**config.mk**
```make
export PLATFORM = sky130hd
export DESIGN_NAME = rca_lsq_top
export DESIGN_NICKNAME = d
export VERILOG_FILES = /design/src/source/lsq_types_pkg.sv /design/src/source/lsq_cfg_pkg.sv /design/src/source/rca_lsq_top.sv /design/src/source/lsq_load_return.sv /design/src/source/lsq_bus_master.sv /design/src/source/lsq_packet_queue.sv
export SDC_FILE = /design/constraint.sdc
export NUM_CORES = 1
export LEC_CHECK = 0
export ABC_CLOCK_PERIOD_IN_PS = 16900
export BUFFER_PORTS_ARGS = -buffer_cell sky130_fd_sc_hd__buf_4
export CAP_MARGIN = 15
export CORE_ASPECT_RATIO = 0.7
export CORE_UTILIZATION = 56
export CTS_BUF_LIST = sky130_fd_sc_hd__clkbuf_8
export CTS_CLUSTER_SIZE = 14
export DETAILED_ROUTE_END_ITERATION = 8
export PLACE_DENSITY = 0.76
export SLEW_MARGIN = 20
export SYNTH_ARGS = -nofsm -noshare
export SYNTH_HDL_FRONTEND = slang
export SYNTH_SLANG_ARGS = --single-unit
```
**constraint.sdc**
```tcl
create_clock -name clk -period 16.9 [get_ports clk]
set_input_delay 1.69 -clock clk [delete_from_list [all_inputs] [get_ports clk]]
set_output_delay 1.69 -clock clk [all_outputs]
set_load 0.05 [all_outputs]
```
**src/source/lsq_types_pkg.sv**
```systemverilog
package lsq_types_pkg;

    // Access width, encoded as RISC-V funct3
    // Stores use only the signed codes b, h and w
    typedef enum logic [2:0] {
        width_b  = 3'b000,
        width_h  = 3'b001,
        width_w  = 3'b010,
        width_bu = 3'b100,
        width_hu = 3'b101
    } mem_width_e;

    // Wishbone master sequencing
    typedef enum logic [1:0] {
        bus_idle,
        bus_active,
        bus_done
    } bus_state_e;

endpackage

```
**src/source/lsq_cfg_pkg.sv**
```systemverilog
package lsq_cfg_pkg;

    // Grid rows that can raise a request in the same cycle
    localparam int DEF_NUM_ROWS = 4;

    // Packets held in the ring, must be a power of two
    localparam int DEF_QUEUE_DEPTH = 4;

    // Data and address width
    localparam int XLEN = 32;

endpackage
```
**src/source/rca_lsq_top.sv**
```systemverilog
`timescale 1ns/1ps

module rca_lsq_top #(
    parameter int NUM_ROWS    = lsq_cfg_pkg::DEF_NUM_ROWS,
    parameter int QUEUE_DEPTH = lsq_cfg_pkg::DEF_QUEUE_DEPTH
) (
    input  logic                           clk,
    input  logic                           rst_n,
    input  logic [NUM_ROWS-1:0]            new_request,
    input  logic [lsq_cfg_pkg::XLEN-1:0]   addr [NUM_ROWS],
    input  logic [lsq_cfg_pkg::XLEN-1:0]   wdata [NUM_ROWS],
    input  lsq_types_pkg::mem_width_e      width [NUM_ROWS],
    input  logic                           load [NUM_ROWS],
    input  logic                           store [NUM_ROWS],
    input  logic                           rca_busy,
    output logic                           grid_full,
    output logic                           lsu_lock,
    output logic [NUM_ROWS-1:0]            load_complete,
    output logic [lsq_cfg_pkg::XLEN-1:0]   load_data,
    output logic                           wb_cyc,
    output logic                           wb_stb,
    output logic                           wb_we,
    output logic [lsq_cfg_pkg::XLEN-1:0]   wb_adr,
    output logic [lsq_cfg_pkg::XLEN-1:0]   wb_dat_w,
    output logic [lsq_cfg_pkg::XLEN/8-1:0] wb_sel,
    input  logic [lsq_cfg_pkg::XLEN-1:0]   wb_dat_r,
    input  logic                           wb_ack
);
    import lsq_cfg_pkg::*;
    import lsq_types_pkg::*;

    logic                        req_valid;
    logic                        req_ready;
    logic [XLEN-1:0]             req_addr;
    logic [XLEN-1:0]             req_wdata;
    mem_width_e                  req_width;
    logic                        req_we;
    logic [$clog2(NUM_ROWS)-1:0] req_row;
    logic                        load_done;
    logic [XLEN-1:0]             load_raw;

    lsq_packet_queue #(
        .NUM_ROWS   (NUM_ROWS),
        .QUEUE_DEPTH(QUEUE_DEPTH)
    ) queue_i (
        .clk, .rst_n, .new_request, .addr, .wdata, .width, .load, .store,
        .rca_busy, .req_ready, .grid_full, .lsu_lock, .req_valid,
        .req_addr, .req_wdata, .req_width, .req_we, .req_row
    );

    lsq_bus_master master_i (
        .clk, .rst_n, .req_valid, .req_addr, .req_wdata, .req_width, .req_we,
        .wb_dat_r, .wb_ack, .req_ready, .wb_cyc, .wb_stb, .wb_we, .wb_adr,
        .wb_dat_w, .wb_sel, .load_done, .load_raw
    );

    // Snoops the queue handshake to learn each load's row
    lsq_load_return #(
        .NUM_ROWS(NUM_ROWS)
    ) return_i (
        .clk, .rst_n, .req_valid, .req_ready, .req_we, .req_row, .req_width,
        .req_addr, .load_done, .load_raw, .load_complete, .load_data
    );

endmodule

```
**src/source/lsq_load_return.sv**
```systemverilog
`timescale 1ns/1ps

module lsq_load_return #(
    parameter int NUM_ROWS = lsq_cfg_pkg::DEF_NUM_ROWS
) (
    input  logic                          clk,
    input  logic                          rst_n,
    input  logic                          req_valid,
    input  logic                          req_ready,
    input  logic                          req_we,
    input  logic [$clog2(NUM_ROWS)-1:0]   req_row,
    input  lsq_types_pkg::mem_width_e     req_width,
    input  logic [lsq_cfg_pkg::XLEN-1:0]  req_addr,
    input  logic                          load_done,
    input  logic [lsq_cfg_pkg::XLEN-1:0]  load_raw,
    output logic [NUM_ROWS-1:0]           load_complete,
    output logic [lsq_cfg_pkg::XLEN-1:0]  load_data
);
    import lsq_cfg_pkg::*;
    import lsq_types_pkg::*;

    localparam int ROW_W = $clog2(NUM_ROWS);
    localparam int OFF_W = $clog2(XLEN / 8);

    // Destination of the single outstanding load
    logic [ROW_W-1:0] dest_row;
    mem_width_e       dest_width;
    logic [OFF_W-1:0] dest_off;

    logic [XLEN-1:0]  shifted;
    logic [XLEN-1:0]  extended;

    always_ff @(posedge clk) begin
        if (req_valid && req_ready && !req_we) begin
            dest_row   <= req_row;
            dest_width <= req_width;
            dest_off   <= req_addr[OFF_W-1:0];
        end
    end

    // Addressed lane down to bit 0
    assign shifted = load_raw >> {dest_off, 3'b000};

    always_comb begin
        case (dest_width)
            width_b:  extended = {{(XLEN-8){shifted[7]}}, shifted[7:0]};
            width_bu: extended = {{(XLEN-8){1'b0}}, shifted[7:0]};
            width_h:  extended = {{(XLEN-16){shifted[15]}}, shifted[15:0]};
            width_hu: extended = {{(XLEN-16){1'b0}}, shifted[15:0]};
            default:  extended = load_raw;
        endcase
    end

    always_ff @(posedge clk) begin
        if (load_done) begin
            load_data <= extended;
        end
    end

    // One-hot strobe towards the requesting row
    always_ff @(posedge clk) begin
        if (!rst_n) begin
            load_complete <= '0;
        end else begin
            for (int i = 0; i < NUM_ROWS; i++) begin
                load_complete[i] <= load_done && (dest_row == ROW_W'(i));
            end
        end
    end

endmodule

```
**src/source/lsq_bus_master.sv**
```systemverilog
`timescale 1ns/1ps

module lsq_bus_master (
    input  logic                           clk,
    input  logic                           rst_n,
    input  logic                           req_valid,
    input  logic [lsq_cfg_pkg::XLEN-1:0]   req_addr,
    input  logic [lsq_cfg_pkg::XLEN-1:0]   req_wdata,
    input  lsq_types_pkg::mem_width_e      req_width,
    input  logic                           req_we,
    input  logic [lsq_cfg_pkg::XLEN-1:0]   wb_dat_r,
    input  logic                           wb_ack,
    output logic                           req_ready,
    output logic                           wb_cyc,
    output logic                           wb_stb,
    output logic                           wb_we,
    output logic [lsq_cfg_pkg::XLEN-1:0]   wb_adr,
    output logic [lsq_cfg_pkg::XLEN-1:0]   wb_dat_w,
    output logic [lsq_cfg_pkg::XLEN/8-1:0] wb_sel,
    output logic                           load_done,
    output logic [lsq_cfg_pkg::XLEN-1:0]   load_raw
);
    import lsq_cfg_pkg::*;
    import lsq_types_pkg::*;

    localparam int SEL_W = XLEN / 8;

    bus_state_e      state;
    logic [XLEN-1:0] addr_q;
    logic [XLEN-1:0] wdata_q;
    mem_width_e      width_q;
    logic            we_q;

    // Idle and done both take a new request
    assign req_ready = (state != bus_active);

    always_ff @(posedge clk) begin
        if (!rst_n) begin
            state <= bus_idle;
        end else begin
            case (state)
                bus_idle, bus_done: state <= req_valid ? bus_active : bus_idle;
                bus_active:         state <= wb_ack ? bus_done : bus_active;
                default:            state <= bus_idle;
            endcase
        end
    end

    always_ff @(posedge clk) begin
        if (req_valid && req_ready) begin
            addr_q  <= req_addr;
            wdata_q <= req_wdata;
            width_q <= req_width;
            we_q    <= req_we;
        end
        if (wb_cyc && wb_ack) begin
            load_raw <= wb_dat_r;
        end
    end

    assign wb_cyc = (state == bus_active);
    assign wb_stb = (state == bus_active);
    assign wb_we  = wb_cyc && we_q;
    assign wb_adr = {addr_q[XLEN-1:2], 2'b00};

    // Lane enables from width and byte offset
    always_comb begin
        case (width_q)
            width_b, width_bu: wb_sel = SEL_W'(1) << addr_q[1:0];
            width_h, width_hu: wb_sel = SEL_W'(3) << {addr_q[1], 1'b0};
            default:           wb_sel = '1;
        endcase
    end

    // Narrow store data copied into every lane
    always_comb begin
        case (width_q)
            width_b: wb_dat_w = {(XLEN/8){wdata_q[7:0]}};
            width_h: wb_dat_w = {(XLEN/16){wdata_q[15:0]}};
            default: wb_dat_w = wdata_q;
        endcase
    end

    // Read word is in load_raw during the done cycle
    assign load_done = (state == bus_done) && !we_q;

endmodule

```
**src/source/lsq_packet_queue.sv**
```systemverilog
`timescale 1ns/1ps

module lsq_packet_queue #(
    parameter int NUM_ROWS    = lsq_cfg_pkg::DEF_NUM_ROWS,
    parameter int QUEUE_DEPTH = lsq_cfg_pkg::DEF_QUEUE_DEPTH
) (
    input  logic                          clk,
    input  logic                          rst_n,
    input  logic [NUM_ROWS-1:0]           new_request,
    input  logic [lsq_cfg_pkg::XLEN-1:0]  addr [NUM_ROWS],
    input  logic [lsq_cfg_pkg::XLEN-1:0]  wdata [NUM_ROWS],
    input  lsq_types_pkg::mem_width_e     width [NUM_ROWS],
    input  logic                          load [NUM_ROWS],
    input  logic                          store [NUM_ROWS],
    input  logic                          rca_busy,
    input  logic                          req_ready,
    output logic                          grid_full,
    output logic                          lsu_lock,
    output logic                          req_valid,
    output logic [lsq_cfg_pkg::XLEN-1:0]  req_addr,
    output logic [lsq_cfg_pkg::XLEN-1:0]  req_wdata,
    output lsq_types_pkg::mem_width_e     req_width,
    output logic                          req_we,
    output logic [$clog2(NUM_ROWS)-1:0]   req_row
);
    import lsq_cfg_pkg::*;
    import lsq_types_pkg::*;

    localparam int PTR_W = $clog2(QUEUE_DEPTH);
    localparam int ROW_W = $clog2(NUM_ROWS);

    // Packet ring, one slot per stored packet
    logic [XLEN-1:0]     ring_addr  [QUEUE_DEPTH][NUM_ROWS];
    logic [XLEN-1:0]     ring_wdata [QUEUE_DEPTH][NUM_ROWS];
    mem_width_e          ring_width [QUEUE_DEPTH][NUM_ROWS];
    logic [NUM_ROWS-1:0] ring_store [QUEUE_DEPTH];
    logic [NUM_ROWS-1:0] ring_req   [QUEUE_DEPTH];

    logic [PTR_W-1:0]    wr_ptr;
    logic [PTR_W-1:0]    rd_ptr;
    logic [PTR_W:0]      count;

    logic [NUM_ROWS-1:0] access_mask;
    logic [NUM_ROWS-1:0] done_mask;
    logic [NUM_ROWS-1:0] pending;
    logic [ROW_W-1:0]    sel_row;
    logic                head_valid;
    logic                push;
    logic                pop;
    logic                fire;
    logic                last_row;

    // Rows without a load or store flag carry no access
    always_comb begin
        for (int i = 0; i < NUM_ROWS; i++) begin
            access_mask[i] = new_request[i] && (load[i] || store[i]);
        end
    end

    assign grid_full  = (count == (PTR_W+1)'(QUEUE_DEPTH));
    assign head_valid = (count != '0);
    assign push       = (|access_mask) && !grid_full;

    always_ff @(posedge clk) begin
        if (push) begin
            ring_req[wr_ptr] <= access_mask;
            for (int i = 0; i < NUM_ROWS; i++) begin
                ring_addr[wr_ptr][i]  <= addr[i];
                ring_wdata[wr_ptr][i] <= wdata[i];
                ring_width[wr_ptr][i] <= width[i];
                ring_store[wr_ptr][i] <= store[i];
            end
        end
    end

    // Head packet rows still waiting for the bus
    assign pending = head_valid ? (ring_req[rd_ptr] & ~done_mask) : '0;

    // Lowest pending row wins
    always_comb begin
        sel_row = '0;
        for (int i = NUM_ROWS - 1; i >= 0; i--) begin
            if (pending[i]) begin
                sel_row = ROW_W'(i);
            end
        end
    end

    assign req_valid = |pending;
    assign req_addr  = ring_addr[rd_ptr][sel_row];
    assign req_wdata = ring_wdata[rd_ptr][sel_row];
    assign req_width = ring_width[rd_ptr][sel_row];
    assign req_we    = ring_store[rd_ptr][sel_row];
    assign req_row   = sel_row;

    assign fire     = req_valid && req_ready;
    assign last_row = ((pending & ~(NUM_ROWS'(1) << sel_row)) == '0);
    assign pop      = fire && last_row;

    always_ff @(posedge clk) begin
        if (!rst_n) begin
            wr_ptr    <= '0;
            rd_ptr    <= '0;
            count     <= '0;
            done_mask <= '0;
        end else begin
            if (push) begin
                wr_ptr <= wr_ptr + 1'b1;
            end
            if (pop) begin
                rd_ptr <= rd_ptr + 1'b1;
            end
            case ({push, pop})
                2'b10:   count <= count + 1'b1;
                2'b01:   count <= count - 1'b1;
                default: count <= count;
            endcase
            // Completed rows are forgotten once the head moves on
            if (pop) begin
                done_mask <= '0;
            end else if (fire) begin
                done_mask[sel_row] <= 1'b1;
            end
        end
    end

    // Hold off the processor LSU while work is queued or the grid runs
    assign lsu_lock = head_valid || rca_busy;

endmodule

```
==> out/results.ini <==
[timing]
fin_crit_ns = 4.97
slew_viol_final = 0
rsz0062_at_grt = false
hold_violations = 0
setup_viol = 0
period_share_pct = 29.4
tns_ns = 0
fmax_ghz = 0.201
worst_pin_slew_ns = 1.47
slew_headroom_pct = 1.82
clock_skew_ns = 0.0310

[clock_tree]
cts_made_buffers = 184
postCtsHoldBufs = 0
cts-root-buf = clkbuf_8
cts_max_level = 4
clock_path_buffers = 3
cts_tree = done
clk_latency_ns = 0.86
clk_pin_slew_ns = 0.06
cts_sinks = 1262
post_cts_resize_count = 0
cts_post_setup_buffers_inserted = 0

[drt]
routed_wl_um = 113000
avgRoutedWirePerCell_um = 26.9
routed_via_density = 6.14
drc = 0
drt_iter0_markers = 2636
ant_nets = 0
vias = 25600
dr.pass1.iters = 6

[layout]
area_growth_pct = 15.3
design_area_um2 = 56100
n_fill_cell = 5664
drive_above_1_share_pct = 30.8
nets = 3195

[floorplanning]
core-area_um2 = 86100
io_pins = 425
fp-row-count = 90
start_util_pct = 56.5
die_h_um = 249
floorplan.die.width_um = 354
dieArea_um2 = 88100

[logic_synthesis]
syn-cell-area_um2 = 48700
synth.most_common_cell = edfxtp_1
synth_top_family_by_area = multiplexers
synth_largest_area_cell = edfxtp_1
synthAdderAreaFrac_pct = 0.170
yosysWarnings = 0
synth_compound_area_share_pct = 5.55
synth-async-reset-ratio_pct = 0
postSynthAreaPerCell_um2 = 20.2
ys_seq_area_share_pct = 77.5
netlist_top_cells_count = edfxtp_1, mux4_2, mux2i_1, nor2_1, clkbuf_1
yosys.area_share.simple_pct = 2.74
synth_xor_area_share_pct = 0.0720
synth_area_leaders = edfxtp_1, mux4_2, mux2i_1, a211o_1, a221oi_1
synth_seq_cells = 1262
synth-main-ff-cell = edfxtp_1
yosysTopAreaCellShare_pct = 76.7
synthDistinctLibCells = 64
synthMuxAreaShare_pct = 11.9
netlist_instances = 2408
synth_edf_count = 1243

[power]
p_int_w = 0.00648
power.net_switching_w = 0.00346
seqPwrFrac_pct = 47.2
powerDensity_nw_per_um2 = 177
p_comb_share_pct = 30.5
irDropWorstVdd_uv = 181
p_leak_nw = 19.0
clkPwrFrac_pct = 22.3
sw_frac_of_total_pct = 34.8

[setup_path]
critPathLaunchType = flop
criticalPathCategory = reg -> reg
critPathMaxStageDelay_ns = 0.81
arrival_ns = 5.55
worst_setup_path_end_kind = flop
critPathSlowestCell = buf_4
worst-path-buf-inv = 3
r2r_cells = 9
path_delay_family = buffers and inverters
cp.required_ns = 17.48
critPathMaxFanout = 59
path_depth = 9
worst_path_most_repeated_cell = buf_4
path_cells = buf_4 -> nor2_1 -> a22oi_4 -> and2_1 -> nand2_4 -> inv_4 -> buf_4 -> mux4_2 -> a211o_1

[global_route]
track_usage_pct = 25.6
grt_pass1_wl_um = 166000
grt_overflow = 0
grt_max_degree = 160
grt_pass1_vias = 26300
grt_antenna_before_repair = 24

[placement]
place_hpwl_um = 65900
place.gp.congestion = 0.857
io_buffer_count = 422
place_area_um2 = 52800

[min_path]
hold_depth = 2
min-delay-start = queue_i.rd_ptr[1]$_SDFFE_PN0P_
hold_path_class = reg -> reg

[run_status]
status = completed

[run]
drv_cap = 0

-- cell type report --
class                   instances  area (µm²)  area share (%)
flip-flops and latches       1262       37700            67.2
clock inverters               145         716            1.28
multi-input cells             951       10000            17.9
inverters                      14        55.1          0.0981
repair buffers                460        3530            6.29
well taps                    1150        1440            2.56
diodes                         10        25.0          0.0446
clock buffers                 188        2590            4.61
-- state kept, by name (all words and copies together) (netlist names), 4 cells and up, named ones only --
name and cells:
master_i.load_raw 32, queue_i.ring_width 48, return_i.load_data 32, master_i.wdata_q 32, queue_i.ring_req 16, queue_i.ring_store 16
queue_i.done_mask 4, return_i.load_complete 4, master_i.addr_q 32, queue_i.ring_wdata 512, queue_i.ring_addr 512
-- stage by stage --
step	setup slack (ns)	utilization, %	std cells	hold slack, ns	total power (W)
final	11.93	65.1	4180	0.474	0.00994
after global routing	11.63	65.1	4178	0.520	0.0103
after CTS	11.87	65.1	4169	0.479	0.00998
after detailed placement	11.14	61.2	3836	0.458	0.00777
after global placement	11.25	61.2	3835	0.448	0.00767
after floorplan	7.67	-	2409	0.445	0.00685
-- worst paths after layout --
path | endpoint | slack [ns]
setup / recovery | master_i.addr_q[0]$_DFFE_PP_ | 11.93
hold / removal | flop | 0.47
setup reg to reg | master_i.addr_q[0]$_DFFE_PP_ | 11.93
hold reg to reg | flop | 0.47
-- power groups by stage --
stage / sequential, W / clock (W) / combinational, W
final: 0.00469 / 0.00222 / 0.00303
after global placement: 0.00471 / 0 / 0.00296
after global routing: 0.00473 / 0.00239 / 0.00319
after CTS: 0.00469 / 0.00226 / 0.00303
after detailed placement: 0.00475 / 0 / 0.00301
after floorplan: 0.00479 / 0 / 0.00206
-- cells in the final DEF, fill, tap and decap left out, types with 7 or more instances in the layout --
master      count
edfxtp_1     1243
mux2_2         23
nor2_1         89
a211oi_1       66
a21oi_1        18
clkbuf_8      188
a221oi_1       66
a211o_1        66
nand2b_1        7
buf_4         454
a22oi_1        76
inv_1          70
nand2_1        66
clkinvlp_4      7
o21ai_0        18
dfxtp_1        17
nor2b_1        72
mux4_2        205
clkinv_2       11
and2_1          7
diode_2        10
mux2i_1        91
clkinv_1       61
-- metal layers --
metal / vias up / global-route usage (%) / part of all wire [%]
met5: - / 0 / 0.15
met4: 28 / 9.56 / 2.4
met3: 208 / 6.52 / 9.1
met2: 1277 / 40.2 / 49
met1: 13200 / 35.1 / 40
li1: 10900 / - / -
-- tightest hold or removal path: cells and delay by family, from the launching register on --
family,cells,cell delay (ns)
simple gates,1,0.05
flops,1,0.30
mux,1,0.07
-- logic make-up after synthesis --
| family | count (synthesis) |
|---|---|
| flops | 1262 |
| compound gates | 344 |
| mux | 320 |
| simple gates | 275 |
| buf+inv | 196 |
| fa+ha+maj | 6 |
| xor+xnor | 4 |
| other cells | 1 |
No activity file was read; power rests on OpenSTA's default activity.
